<file path="src/fetch_macros.svh">
// Sizes and reset values for the instruction fetch stage
// Included by the package and by every fetch module that needs a width or limit
`ifndef FETCH_MACROS_SVH
`define FETCH_MACROS_SVH

// Address and instruction word width
`define FETCH_ADDR_W 32

// Prefetch FIFO entries
`define FETCH_FIFO_DEPTH 4

// FIFO level width, counts 0 to FETCH_FIFO_DEPTH
`define FETCH_LVL_W $clog2(`FETCH_FIFO_DEPTH + 1)

// Granted bus requests still waiting for rvalid
`define FETCH_MAX_OUTSTANDING 2

// Fetch address after reset, before the boot redirect
`define FETCH_PC_RESET 32'h0000_0000

// addi x0, x0, 0
`define FETCH_INSTR_RESET 32'h0000_0013

`endif

</file>
<file path="src/fetch_pkg.sv">
// Shared enums and packed structs of the fetch stage
// Imported by the fetch RTL and by its testbench
`default_nettype none

`include "fetch_macros.svh"

package fetch_pkg;

  //////////////////////////////
  // Enums
  //////////////////////////////

  // Redirect target source
  typedef enum logic [2:0] {
    PC_BOOT      = 3'd0,
    PC_JUMP      = 3'd1,
    PC_BRANCH    = 3'd2,
    PC_EXCEPTION = 3'd3,
    PC_IRQ       = 3'd4,
    PC_MRET      = 3'd5
  } pc_mux_e;

  // Fetch controller states
  typedef enum logic [1:0] {
    FETCH_IDLE    = 2'd0,
    FETCH_RUN     = 2'd1,
    FETCH_STOPPED = 2'd2
  } fetch_state_e;

  //////////////////////////////
  // Structs
  //////////////////////////////

  // Command from the core controller
  typedef struct packed {
    logic    pc_set;
    pc_mux_e pc_mux;
    logic [4:0] irq_id;
    logic    kill_if;
    logic    halt_if;
  } fetch_ctrl_t;

  // Candidate redirect addresses
  typedef struct packed {
    logic [`FETCH_ADDR_W-1:0] boot_addr;
    logic [`FETCH_ADDR_W-1:0] jump_target;
    logic [`FETCH_ADDR_W-1:0] branch_target;
    // Upper bits only, low byte is implied zero
    logic [`FETCH_ADDR_W-9:0] mtvec_base;
    logic [`FETCH_ADDR_W-1:0] mepc;
  } fetch_targets_t;

  // One prefetch FIFO entry
  typedef struct packed {
    logic [`FETCH_ADDR_W-1:0] instr;
    logic [`FETCH_ADDR_W-1:0] addr;
    logic                     bus_err;
  } fetch_entry_t;

  // IF/ID pipeline register contents
  typedef struct packed {
    logic                     instr_valid;
    logic [`FETCH_ADDR_W-1:0] instr;
    logic [`FETCH_ADDR_W-1:0] pc;
    logic                     bus_err;
  } if_id_pipe_t;

endpackage

`default_nettype wire

</file>
<file path="src/fetch_ctrl_fsm.sv">
// Fetch control FSM, decides when a bus request is raised
// Stops fetching after an accepted bus error until the next redirect
`timescale 1ns/1ps
`default_nettype none

module fetch_ctrl_fsm (
  input  wire  clk,
  input  wire  rst_n,
  input  wire  pc_set_i,
  // From the transaction counter, room for one more request
  input  wire  can_issue_i,
  // Accepted response with err set
  input  wire  resp_err_i,
  output logic req_o,
  output logic busy_o
);

  import fetch_pkg::*;

  fetch_state_e state_q;
  fetch_state_e state_d;

  //////////////////////////////
  // Next state
  //////////////////////////////

  always_comb
  begin
    state_d = state_q;
    unique case (state_q)
      FETCH_IDLE:
      begin
        // Wait for the boot redirect
        if (pc_set_i)
        begin
          state_d = FETCH_RUN;
        end
      end
      FETCH_RUN:
      begin
        // A redirect in the same cycle overrides the error
        if (!pc_set_i && resp_err_i)
        begin
          state_d = FETCH_STOPPED;
        end
      end
      FETCH_STOPPED:
      begin
        if (pc_set_i)
        begin
          state_d = FETCH_RUN;
        end
      end
      default:
      begin
        state_d = FETCH_IDLE;
      end
    endcase
  end

  always_ff @(posedge clk or negedge rst_n)
  begin
    if (!rst_n)
    begin
      state_q <= FETCH_IDLE;
    end
    else
    begin
      state_q <= state_d;
    end
  end

  // No request while the address register is being redirected
  // Also held off in the cycle the error comes back
  assign req_o = (state_q == FETCH_RUN) && can_issue_i && !pc_set_i && !resp_err_i;

  // Request side of the busy status
  assign busy_o = req_o;

  // No error response can come back before the first request
  a_no_err_in_idle: assert property (@(posedge clk) disable iff (!rst_n)
    resp_err_i |-> state_q != FETCH_IDLE);

endmodule

`default_nettype wire

</file>
<file path="src/fetch_if_id_reg.sv">
// IF/ID pipeline register between the prefetch FIFO head and decode
// Handles kill, halt and decode back-pressure, pops the FIFO on a transfer
`timescale 1ns/1ps
`default_nettype none

`include "fetch_macros.svh"

module fetch_if_id_reg (
  input  wire                       clk,
  input  wire                       rst_n,
  input  fetch_pkg::fetch_ctrl_t    ctrl_i,
  input  fetch_pkg::fetch_entry_t   head_i,
  input  wire                       head_valid_i,
  input  wire                       id_ready_i,
  output logic                      pop_o,
  output logic                      if_valid_o,
  output fetch_pkg::if_id_pipe_t    pipe_o
);

  import fetch_pkg::*;

  logic xfer;

  // Head offered to decode unless killed or halted
  assign if_valid_o = head_valid_i && !ctrl_i.kill_if && !ctrl_i.halt_if;
  assign xfer       = if_valid_o && id_ready_i;

  // Kill drops the head without handing it on
  assign pop_o = (ctrl_i.kill_if && head_valid_i) || xfer;

  //////////////////////////////
  // Pipe register
  //////////////////////////////

  always_ff @(posedge clk or negedge rst_n)
  begin
    if (!rst_n)
    begin
      pipe_o.instr_valid <= 1'b0;
      pipe_o.instr       <= `FETCH_INSTR_RESET;
      pipe_o.pc          <= '0;
      pipe_o.bus_err     <= 1'b0;
    end
    else if (xfer)
    begin
      pipe_o.instr_valid <= 1'b1;
      pipe_o.instr       <= head_i.instr;
      pipe_o.pc          <= head_i.addr;
      pipe_o.bus_err     <= head_i.bus_err;
    end
    else if (id_ready_i)
    begin
      // Decode took the old one, nothing new behind it
      pipe_o.instr_valid <= 1'b0;
    end
  end

endmodule

`default_nettype wire

</file>
<file path="src/fetch_instr_fifo.sv">
// Prefetch FIFO of fetched words with their address and bus error flag
// Flush empties it in one cycle and wins over push and pop
`timescale 1ns/1ps
`default_nettype none

`include "fetch_macros.svh"

module fetch_instr_fifo #(
  parameter int DEPTH = `FETCH_FIFO_DEPTH
) (
  input  wire                            clk,
  input  wire                            rst_n,
  input  wire                            flush_i,
  input  wire                            push_i,
  input  fetch_pkg::fetch_entry_t        push_data_i,
  input  wire                            pop_i,
  output fetch_pkg::fetch_entry_t        head_o,
  output logic                           valid_o,
  output logic [$clog2(DEPTH+1)-1:0]     level_o
);

  import fetch_pkg::*;

  localparam int PTR_W = (DEPTH > 1) ? $clog2(DEPTH) : 1;
  localparam int LVL_W = $clog2(DEPTH + 1);

  fetch_entry_t     mem [DEPTH];
  logic [PTR_W-1:0] wr_ptr_q;
  logic [PTR_W-1:0] rd_ptr_q;
  logic [LVL_W-1:0] count_q;
  logic             do_push;
  logic             do_pop;

  assign do_push = push_i && !flush_i;
  assign do_pop  = pop_i && valid_o && !flush_i;

  //////////////////////////////
  // Pointers and level
  //////////////////////////////

  always_ff @(posedge clk or negedge rst_n)
  begin
    if (!rst_n)
    begin
      wr_ptr_q <= '0;
      rd_ptr_q <= '0;
      count_q  <= '0;
    end
    else if (flush_i)
    begin
      wr_ptr_q <= '0;
      rd_ptr_q <= '0;
      count_q  <= '0;
    end
    else
    begin
      if (do_push)
      begin
        wr_ptr_q <= (wr_ptr_q == PTR_W'(DEPTH - 1)) ? '0 : wr_ptr_q + 1'b1;
      end
      if (do_pop)
      begin
        rd_ptr_q <= (rd_ptr_q == PTR_W'(DEPTH - 1)) ? '0 : rd_ptr_q + 1'b1;
      end
      // Level moves only when one side acts alone
      if (do_push && !do_pop)
      begin
        count_q <= count_q + 1'b1;
      end
      else if (do_pop && !do_push)
      begin
        count_q <= count_q - 1'b1;
      end
    end
  end

  // Storage
  always_ff @(posedge clk)
  begin
    if (do_push)
    begin
      mem[wr_ptr_q] <= push_data_i;
    end
  end

  assign head_o  = mem[rd_ptr_q];
  assign valid_o = (count_q != '0);
  assign level_o = count_q;

  // Transaction counter reserves a slot per request
  a_no_push_full: assert property (@(posedge clk) disable iff (!rst_n)
    do_push |-> count_q != LVL_W'(DEPTH));

endmodule

`default_nettype wire

</file>
<file path="src/fetch_pc_select.sv">
// Redirect target selection and the fetch address register
// The register loads a target on pc_set and steps by one word per bus grant
`timescale 1ns/1ps
`default_nettype none

`include "fetch_macros.svh"

module fetch_pc_select (
  input  wire                          clk,
  input  wire                          rst_n,
  input  fetch_pkg::fetch_ctrl_t       ctrl_i,
  input  fetch_pkg::fetch_targets_t    targets_i,
  // Grant already qualified with req
  input  wire                          gnt_i,
  output logic [`FETCH_ADDR_W-1:0]     fetch_addr_o,
  output logic                         csr_mtvec_init_o
);

  import fetch_pkg::*;

  logic [`FETCH_ADDR_W-1:0] target;
  logic [`FETCH_ADDR_W-1:0] fetch_addr_q;

  // Target mux
  always_comb
  begin
    unique case (ctrl_i.pc_mux)
      PC_JUMP:      target = targets_i.jump_target;
      PC_BRANCH:    target = targets_i.branch_target;
      // All exceptions share the base
      PC_EXCEPTION: target = {targets_i.mtvec_base, 8'h00};
      // Vectored, one word per irq_id
      PC_IRQ:       target = {targets_i.mtvec_base, 1'b0, ctrl_i.irq_id, 2'b00};
      PC_MRET:      target = {targets_i.mepc[`FETCH_ADDR_W-1:2], 2'b00};
      default:      target = {targets_i.boot_addr[`FETCH_ADDR_W-1:2], 2'b00};
    endcase
  end

  // Redirect has priority over the sequential step
  always_ff @(posedge clk or negedge rst_n)
  begin
    if (!rst_n)
    begin
      fetch_addr_q <= `FETCH_PC_RESET;
    end
    else if (ctrl_i.pc_set)
    begin
      fetch_addr_q <= target;
    end
    else if (gnt_i)
    begin
      fetch_addr_q <= fetch_addr_q + `FETCH_ADDR_W'(4);
    end
  end

  assign fetch_addr_o = fetch_addr_q;

  // CSR file sets up mtvec on the boot redirect
  assign csr_mtvec_init_o = ctrl_i.pc_set && (ctrl_i.pc_mux == PC_BOOT);

  // Controller must only send defined sources
  a_legal_pc_mux: assert property (@(posedge clk) disable iff (!rst_n)
    ctrl_i.pc_set |-> ctrl_i.pc_mux inside {PC_BOOT, PC_JUMP, PC_BRANCH,
                                            PC_EXCEPTION, PC_IRQ, PC_MRET});

endmodule

`default_nettype wire

</file>
<file path="src/fetch_stage.sv">
// Instruction fetch stage top level
// Connects the instruction bus and the decode side to the address, control and buffer blocks
`timescale 1ns/1ps
`default_nettype none

`include "fetch_macros.svh"

module fetch_stage (
  input  wire                          clk,
  input  wire                          rst_n,
  // Controller
  input  fetch_pkg::fetch_ctrl_t       ctrl_i,
  input  fetch_pkg::fetch_targets_t    targets_i,
  // Instruction bus
  output logic                         req_o,
  output logic [`FETCH_ADDR_W-1:0]     addr_o,
  input  wire                          gnt_i,
  input  wire                          rvalid_i,
  input  wire [`FETCH_ADDR_W-1:0]      rdata_i,
  input  wire                          err_i,
  // Decode
  output logic                         if_valid_o,
  input  wire                          id_ready_i,
  output fetch_pkg::if_id_pipe_t       if_id_pipe_o,
  // Status
  output logic [`FETCH_ADDR_W-1:0]     pc_if_o,
  output logic                         if_busy_o,
  output logic                         csr_mtvec_init_o
);

  import fetch_pkg::*;

  logic                     bus_gnt;
  logic                     can_issue;
  logic                     accept;
  logic                     resp_err;
  logic                     fsm_busy;
  logic                     txn_busy;
  logic [`FETCH_ADDR_W-1:0] resp_addr;
  logic [`FETCH_LVL_W-1:0]  fifo_level;
  fetch_entry_t             push_entry;
  fetch_entry_t             fifo_head;
  logic                     fifo_valid;
  logic                     fifo_pop;

  assign bus_gnt  = req_o && gnt_i;
  // Error only counts on a response that is kept
  assign resp_err = accept && err_i;

  assign push_entry.instr   = rdata_i;
  assign push_entry.addr    = resp_addr;
  assign push_entry.bus_err = err_i;

  assign pc_if_o   = fifo_head.addr;
  assign if_busy_o = fsm_busy || txn_busy;

  fetch_pc_select u_pc_select (
    .clk              (clk),
    .rst_n            (rst_n),
    .ctrl_i           (ctrl_i),
    .targets_i        (targets_i),
    .gnt_i            (bus_gnt),
    .fetch_addr_o     (addr_o),
    .csr_mtvec_init_o (csr_mtvec_init_o)
  );

  fetch_ctrl_fsm u_ctrl_fsm (
    .clk         (clk),
    .rst_n       (rst_n),
    .pc_set_i    (ctrl_i.pc_set),
    .can_issue_i (can_issue),
    .resp_err_i  (resp_err),
    .req_o       (req_o),
    .busy_o      (fsm_busy)
  );

  // Error also turns the responses behind it stale
  fetch_txn_counter u_txn_counter (
    .clk          (clk),
    .rst_n        (rst_n),
    .gnt_i        (gnt_i),
    .req_i        (req_o),
    .rvalid_i     (rvalid_i),
    .pc_set_i     (ctrl_i.pc_set || resp_err),
    .addr_i       (addr_o),
    .fifo_level_i (fifo_level),
    .can_issue_o  (can_issue),
    .accept_o     (accept),
    .busy_o       (txn_busy),
    .resp_addr_o  (resp_addr)
  );

  fetch_instr_fifo u_instr_fifo (
    .clk         (clk),
    .rst_n       (rst_n),
    .flush_i     (ctrl_i.pc_set),
    .push_i      (accept),
    .push_data_i (push_entry),
    .pop_i       (fifo_pop),
    .head_o      (fifo_head),
    .valid_o     (fifo_valid),
    .level_o     (fifo_level)
  );

  fetch_if_id_reg u_if_id_reg (
    .clk          (clk),
    .rst_n        (rst_n),
    .ctrl_i       (ctrl_i),
    .head_i       (fifo_head),
    .head_valid_i (fifo_valid),
    .id_ready_i   (id_ready_i),
    .pop_o        (fifo_pop),
    .if_valid_o   (if_valid_o),
    .pipe_o       (if_id_pipe_o)
  );

endmodule

`default_nettype wire

</file>
<file path="src/fetch_txn_counter.sv">
// Tracks granted bus requests, stale responses after a redirect and response addresses
// Also gates new requests against FIFO room and the outstanding limit
`timescale 1ns/1ps
`default_nettype none

`include "fetch_macros.svh"

module fetch_txn_counter (
  input  wire                          clk,
  input  wire                          rst_n,
  input  wire                          gnt_i,
  input  wire                          req_i,
  input  wire                          rvalid_i,
  // Marks every unanswered request as stale
  input  wire                          pc_set_i,
  input  wire [`FETCH_ADDR_W-1:0]      addr_i,
  input  wire [`FETCH_LVL_W-1:0]       fifo_level_i,
  output logic                         can_issue_o,
  output logic                         accept_o,
  output logic                         busy_o,
  output logic [`FETCH_ADDR_W-1:0]     resp_addr_o
);

  localparam int MAX   = `FETCH_MAX_OUTSTANDING;
  localparam int CNT_W = $clog2(MAX + 1);
  localparam int PTR_W = (MAX > 1) ? $clog2(MAX) : 1;
  localparam int SUM_W = `FETCH_LVL_W + 1;

  logic                     gnt;
  logic [CNT_W-1:0]         out_q;
  logic [CNT_W-1:0]         out_d;
  logic [CNT_W-1:0]         discard_q;
  logic [CNT_W-1:0]         discard_d;
  logic [SUM_W-1:0]         pending;
  logic [PTR_W-1:0]         wr_ptr_q;
  logic [PTR_W-1:0]         rd_ptr_q;
  logic [`FETCH_ADDR_W-1:0] addr_mem [MAX];

  // Transfer only when both sides agree
  assign gnt = req_i && gnt_i;

  // Outstanding after this cycle
  always_comb
  begin
    out_d = out_q;
    if (gnt && !rvalid_i)
    begin
      out_d = out_q + 1'b1;
    end
    else if (!gnt && rvalid_i)
    begin
      out_d = out_q - 1'b1;
    end
  end

  // Stale responses still to come back
  always_comb
  begin
    discard_d = discard_q;
    if (pc_set_i)
    begin
      discard_d = out_d;
    end
    else if (rvalid_i && (discard_q != '0))
    begin
      discard_d = discard_q - 1'b1;
    end
  end

  always_ff @(posedge clk or negedge rst_n)
  begin
    if (!rst_n)
    begin
      out_q     <= '0;
      discard_q <= '0;
      wr_ptr_q  <= '0;
      rd_ptr_q  <= '0;
    end
    else
    begin
      out_q     <= out_d;
      discard_q <= discard_d;
      if (gnt)
      begin
        wr_ptr_q <= (wr_ptr_q == PTR_W'(MAX - 1)) ? '0 : wr_ptr_q + 1'b1;
      end
      // Stale responses pop their address too
      if (rvalid_i)
      begin
        rd_ptr_q <= (rd_ptr_q == PTR_W'(MAX - 1)) ? '0 : rd_ptr_q + 1'b1;
      end
    end
  end

  // Address queue, in bus order
  always_ff @(posedge clk)
  begin
    if (gnt)
    begin
      addr_mem[wr_ptr_q] <= addr_i;
    end
  end

  assign resp_addr_o = addr_mem[rd_ptr_q];
  assign accept_o    = rvalid_i && (discard_q == '0);
  assign busy_o      = (out_q != '0);

  // Every in-flight request reserves one FIFO slot
  assign pending     = SUM_W'(fifo_level_i) + SUM_W'(out_q);
  assign can_issue_o = (out_q < CNT_W'(MAX)) && (pending < SUM_W'(`FETCH_FIFO_DEPTH));

  // Bus must answer only granted requests
  a_rvalid_has_txn: assert property (@(posedge clk) disable iff (!rst_n)
    rvalid_i |-> out_q != '0);

endmodule

`default_nettype wire

</file>
<file path="config.mk">
export PLATFORM = sky130hd
export DESIGN_NAME = fetch_stage
export DESIGN_NICKNAME = d
export VERILOG_FILES = /design/src/fetch_pkg.sv /design/src/fetch_ctrl_fsm.sv /design/src/fetch_if_id_reg.sv /design/src/fetch_instr_fifo.sv /design/src/fetch_pc_select.sv /design/src/fetch_stage.sv /design/src/fetch_txn_counter.sv
export VERILOG_INCLUDE_DIRS = /design/src
export SDC_FILE = /design/constraint.sdc
export NUM_CORES = 1
export LEC_CHECK = 0
export BUFFER_PORTS_ARGS = -buffer_cell sky130_fd_sc_hd__buf_4
export CORE_MARGIN = 5
export CORE_UTILIZATION = 23
export DETAILED_ROUTE_END_ITERATION = 12
export GPL_ROUTABILITY_DRIVEN = 0
export PLACE_DENSITY = 0.5
export SYNTH_ARGS = -nofsm -noshare
export SYNTH_HDL_FRONTEND = slang
export SYNTH_SLANG_ARGS = --single-unit
export TNS_END_PERCENT = 1
</file>
<file path="constraint.sdc">
create_clock -name clk -period 4.1 [get_ports clk]
set_clock_uncertainty 0.2 [all_clocks]
set_input_delay 0.82 -clock clk [delete_from_list [all_inputs] [get_ports clk]]
set_output_delay 0.82 -clock clk [all_outputs]
set_load 0.03 [all_outputs]
</file>
== Word level (Yosys, flattened, before mapping) ==
Memories as Yosys holds them, arrays and structs flattened.
Cells that the tools add are included.

* Input port bits: 201
* Bits in registers: 113
* Bits in writable memories: 324
* Memories: 2
* Word-level logic and storage cells: 112
* Output and inout port bits: 134

* Equal/unequal tests: 11
* Reduce and logical (&&, ||, !) cells: 46
* Mux-type cells: 27
* Magnitude comparators: 2
* $add $sub $neg: 11

{| class="wikitable"
|+ Memory list
! memory !! words !! width !! read ports !! clocked after Yosys merged registers in !! wr ports !! RTL line !! RTL
|-
| u_instr_fifo.mem || 4 || 65 || 1 || 0 || 1 || fetch_instr_fifo.sv:27 || <nowiki>fetch_entry_t mem [DEPTH];</nowiki>
|-
| u_txn_counter.addr_mem || 2 || 32 || 1 || 0 || 1 || fetch_txn_counter.sv:37 || <nowiki>logic [`FETCH_ADDR_W-1:0] addr_mem [MAX];</nowiki>
|}

{| class="wikitable"
|+ Operator list
! operator !! number
|-
| $pmux 32 s5 || 1
|-
| $mux 32 || 2
|-
| $add 32x3->32 const B || 1
|-
| $mux 2 || 12
|-
| $logic_and 1x1->1 || 21
|-
| $reduce_bool 2->1 || 7
|-
| $mux 3 || 3
|-
| $logic_not 1->1 || 8
|-
| $mux 1 || 8
|-
| $add 2x1->2 const B || 3
|-
| $eq 2x2->1 const B || 3
|-
| $eq 3x2->1 const B || 2
|-
| $eq 3x3->1 const B || 2
|-
| $reduce_bool 3->1 || 2
|-
| $add 3x2->4 || 1
|-
| $logic_not 2->1 || 2
|-
| $lt 4x3->1 const B || 1
|-
| $ne 2x1->1 const B || 2
|-
| $pmux 2 s2 || 1
|-
| $sub 2x1->2 const B || 2
|-
| $add 3x1->3 const B || 1
|-
| $eq 3x1->1 const B || 1
|-
| $logic_not 3->1 || 1
|-
| $logic_or 1x1->1 || 3
|-
| 6 further kinds || 7
|}

== Depth between registers and ports, before layout ==
* Depth after elaboration: 12
* Gate-level depth with buffers: 11
* Mapped depth without buffers: 10

== Cells and area by module ==
A second synthesis with hierarchy kept.

* Cells, all modules: 1,071
* Area, all modules: 18,477.7 sq um

{| class="wikitable"
|+ Modules (own cells, without submodules)
! module !! cells each !! area each (sq um) !! instances !! seq. area each (sq um)
|-
| fetch_instr_fifo || 400 || 9,912.0 || 1 || 7,982.7
|-
| fetch_pc_select || 375 || 3,031.7 || 1 || 800.8
|-
| fetch_txn_counter || 138 || 2,705.1 || 1 || 2,072.0
|-
| fetch_if_id_reg || 144 || 2,698.8 || 1 || 1,655.3
|-
| fetch_ctrl_fsm || 10 || 103.8 || 1 || 50.0
|-
| fetch_stage || 4 || 26.3 || 1 || 0.0
|}

== Worst setup path after synthesis ==
No wires, ideal clock.

* Path type: input -> register
* Start: input port rvalid_i
* End: memory u_instr_fifo.mem[0][0] (netlist bit) (enable)
* Setup slack: 0.407 ns
* Stages: 4
* Data required time: 3.470 ns
* Arrival: 3.063 ns
* Buffers on the path: 1
* Setup time: 0.430 ns
* Cell sequence: clkbuf_1 > nand2_1 > nor2_1 > and2_1

* Longest elaborated chain between the ends: 4

{| class="wikitable"
|+ Ends and longest elaborated chain
! element !! RTL line !! RTL
|-
| from (decl) || fetch_stage.sv:18 || <nowiki>input wire rvalid_i,</nowiki>
|-
| $logic_and 1x1->1 || fetch_txn_counter.sv:105 || <nowiki>assign accept_o = rvalid_i && (discard_q == '0);</nowiki>
|-
| $logic_and 1x1->1 || fetch_instr_fifo.sv:34 || <nowiki>assign do_push = push_i && !flush_i;</nowiki>
|-
| $mux 1 || fetch_instr_fifo.sv:80 || <nowiki>if (do_push)</nowiki>
|-
| $mux 1 (implied by the code) || fetch_instr_fifo.sv:82 || <nowiki>mem[wr_ptr_q] <= push_data_i;</nowiki>
|-
| to (decl) || fetch_instr_fifo.sv:27 ||
|}

Every way passes these cells.

== Final worst setup path ==
* Start: register u_instr_fifo.rd_ptr_q[0]
* End: output port pc_if_o[30]

* Longest elaborated chain between the ends: 1

{| class="wikitable"
|+ Ends and longest elaborated chain
! element !! RTL line !! RTL
|-
| from (decl) || fetch_instr_fifo.sv:29 || <nowiki>logic [PTR_W-1:0] rd_ptr_q;</nowiki>
|-
| from (signal assigned) || fetch_instr_fifo.sv:63 || <nowiki>rd_ptr_q <= (rd_ptr_q == PTR_W'(DEPTH - 1)) ? '0 : rd_ptr_q + 1'b1;</nowiki>
|-
| $mem_v2 4x65 || - ||
|-
| to (decl) || fetch_stage.sv:26 || <nowiki>output logic [`FETCH_ADDR_W-1:0] pc_if_o,</nowiki>
|}

Every way passes these cells.

==> flow_summary_export.csv <==
group,metric,value,unit
outcome,status,"finished, final reports clean",
power_and_ir_drop,peakVddDrop,0.000284,V
worst_setup_path,r2r_cells,6,
power_and_ir_drop,powerDensity,620,nW/um2
sta,maxSlewHeadroom,22.5,%
logic_synthesis,netlist_instances,1149,
power_and_ir_drop,leakage,8.66,nW
die,design.core.area,80300,um2
sta,drv_slew,0,
global_route,track_usage,11.9,%
finish,layout-drive-gt1-share,41.9,%
worst_setup_path,rr_endpoint,"u_instr_fifo.mem[3][14]",
clock_tree,post_cts_resized,0,
worst_setup_path,crit_arrival,2.46,ns
global_route,grt_max_degree,66,
detailed_routing,routedWlPerCell,20.6,um
worst_setup_path,rr_startpoint,"u_txn_counter.discard_q[0]",
logic_synthesis,synth-warning-count,0,
clock_tree,clock-root-buffer,"clkbuf_16",
logic_synthesis,async_reset_ff_share,25.9,%
logic_synthesis,postSynthAreaPerCell,16.1,um2
logic_synthesis,synth_edf_count,324,
worst_setup_path,crit_type,"reg -> out",
clock_tree,cts_buffers,51,
die,start_util,23.1,%
clock_tree,insertion_delay,0.58,ns
detailed_routing,ant_nets,0,
worst_setup_path,required,3.08,ns
die,fp.dieH,294,um
global_route,grt.overflow.total,0,
worst_setup_path,crit_path_max_fanout,37,
job,drv_cap,0,
sta,worstMarginPinSlew,1.16,ns
min_path,hp-class,"in -> async",
sta,rsz0062_at_grt,"no",
clock_tree,cts_tree,"yes",
placed_design,dpl_cell_area,22100,um2
finish,area_growth,28.3,%
sta,setup_violations,0,
global_route,first_global_vias,12200,
detailed_routing,drc,0,
clock_tree,cts_setup_buffers,0,
global_route,grt_pass1_wl,78300,um
detailed_routing,drt-initial-drc-count,545,
detailed_routing,vias,11300,
clock_tree,ctsHoldBuffers,0,
worst_setup_path,endpoint_kind,"primary output",
placed_design,dp_hpwl,36800,um
finish,finalInstanceArea,23800,um2
die,ios,335,
worst_setup_path,r2r_slack,1.28,ns
sta,min_period,3.48,ns
clock_tree,cts.sinks,437,
logic_synthesis,syn_nets,1360,
die,dieArea,86400,um2
detailed_routing,viasPerCell,4.42,
finish,layout_commonest_cell,"buf_4",
clock_tree,clockBufferDepth,3,
finish,nets,1669,
logic_synthesis,synth_cell_type_count,70,
clock_tree,cts_max_level,2,
finish,antennaDiodeCount,0,
die,die_x,294,um
global_route,antenna_found_initial,0,
sta,max_freq,287,MHz
finish,final_cell_mix,"buf_4 (349), edfxtp_1 (324), dfrtp_1 (108), mux2_2 (101), mux4_2 (65)",
die,row_count,104,
sta,fin_tns_setup,0,ns
logic_synthesis,seq_area_frac_synth,67.7,%
detailed_routing,drt_first_pass_iters,5,
sta,hold_viol,0,
clock_tree,clk_pin_slew,0.06,ns
sta,finalCritPeriodShare,84.9,%
logic_synthesis,syn-cell-area,18600,um2
placed_design,portBuffers,330,
worst_setup_path,cp-start-kind,"flop",
logic_synthesis,ys_ff_latch,437,
logic_synthesis,ys.flop_type,"edfxtp_1",
detailed_routing,drt-total-wl,52800,um
logic make-up (layout without fill, tap and decap cells):
| group | after synthesis | in the layout | share of synthesized area, % |
|---|---|---|---|
| buf+inv | 121 | 472 | 3.47 |
| mux | 173 | 173 | 14.4 |
| compound gates | 211 | 211 | 7.72 |
| fa+ha+maj | 10 | 10 | 0.715 |
| flops | 437 | 437 | 67.7 |
| simple gates | 177 | 177 | 5.04 |
| xor+xnor | 20 | 20 | 0.944 |
Yosys cell counts, drive strengths merged, types with 13 or more instances:
| library cell | number | area share, % |
|---|---|---|
| a21oi | 43 | 1.2 |
| nor3 | 15 | 0.43 |
| xnor2 | 14 | 0.66 |
| buf | 57 | 2.0 |
| and2 | 13 | 0.44 |
| nor2 | 29 | 0.59 |
| mux2 | 101 | 6.1 |
| mux4 | 65 | 7.9 |
| clkbuf | 43 | 1.0 |
| inv | 19 | 0.38 |
| nand2 | 53 | 1.1 |
| dfrtp | 110 | 15 |
| edfxtp | 324 | 52 |
| o21ai | 64 | 1.7 |
sequential cells by signal (all words and copies together) (netlist names):
signal                    cells
u_instr_fifo.level_o          3
u_txn_counter.rd_ptr_q        1
u_if_id_reg.pipe_o           66
u_instr_fifo.rd_ptr_q         2
u_instr_fifo.mem            260
u_txn_counter.wr_ptr_q        1
u_instr_fifo.wr_ptr_q         2
u_txn_counter.out_q           2
u_txn_counter.addr_mem       64
u_ctrl_fsm.state_q            2
u_txn_counter.discard_q       2
u_pc_select.fetch_addr_o     32
metal layers:
layer / part of all wire [%] / vias to the layer above / GRT usage (%)
li1: - / 5110 / -
met1: 42 / 5689 / 15.3
met2: 48 / 412 / 19.6
met3: 6.7 / 95 / 3.12
met4: 3.3 / 0 / 3.96
met5: 0 / - / 0
worst max-delay path: stages (launching register included):
cell and delay [ns]:
dfrtp_4 0.93, mux4_2 0.71, buf_4 0.22
power breakdown:
part | internal (W) | leakage, nW | switching, W
Combinational | 0.00183 | 3.54 | 0.00236
Clock | 0.00268 | 0.814 | 0.00184
Sequential | 0.00550 | 4.31 | 0.000553
Total | 0.0100 | 8.66 | 0.00475
layout make-up:
cell class / count / area [um2]
fillers: 8005 / 56500
flip-flops and latches: 437 / 12600
multi-input cells: 591 / 5380
repair buffers: 356 / 2750
clock buffers: 61 / 1360
well taps: 1060 / 1330
clock inverters: 34 / 334
inverters: 21 / 78.8
worst max-delay path by stage:
stage / cells after the start / slack [ns] / from / to
5_1_grt: 2 / 0.44 / u_instr_fifo.rd_ptr_q[0] / pc_if_o[29]
4_1_cts: 2 / 0.50 / u_instr_fifo.rd_ptr_q[0] / pc_if_o[29]
3_3_place_gp: 6 / 0.91 / ctrl_i[9] / u_pc_select.fetch_addr_o[23]
3_5_place_dp: 6 / 0.82 / ctrl_i[9] / u_pc_select.fetch_addr_o[25]
6_report: 2 / 0.62 / u_instr_fifo.rd_ptr_q[0] / pc_if_o[30]
2_1_floorplan: 4 / 0.41 / rvalid_i / u_instr_fifo.mem[0][0]
through the flow:
stage / total power [W] / cells / worst slack, ns / utilization, % / hold WS, ns
2_1_floorplan: 0.00879 / 1149 / 0.407 / - / 0.263
3_5_place_dp: 0.0104 / 2465 / 0.820 / 27.5 / 0.292
3_3_place_gp: 0.0104 / 2465 / 0.907 / 27.5 / 0.278
6_report: 0.0148 / 2560 / 0.621 / 29.6 / 0.0192
5_1_grt: 0.0155 / 2560 / 0.435 / 29.6 / 0.0377
4_1_cts: 0.0151 / 2560 / 0.505 / 29.6 / 0.0221
(Power assumes the default switching activity.)
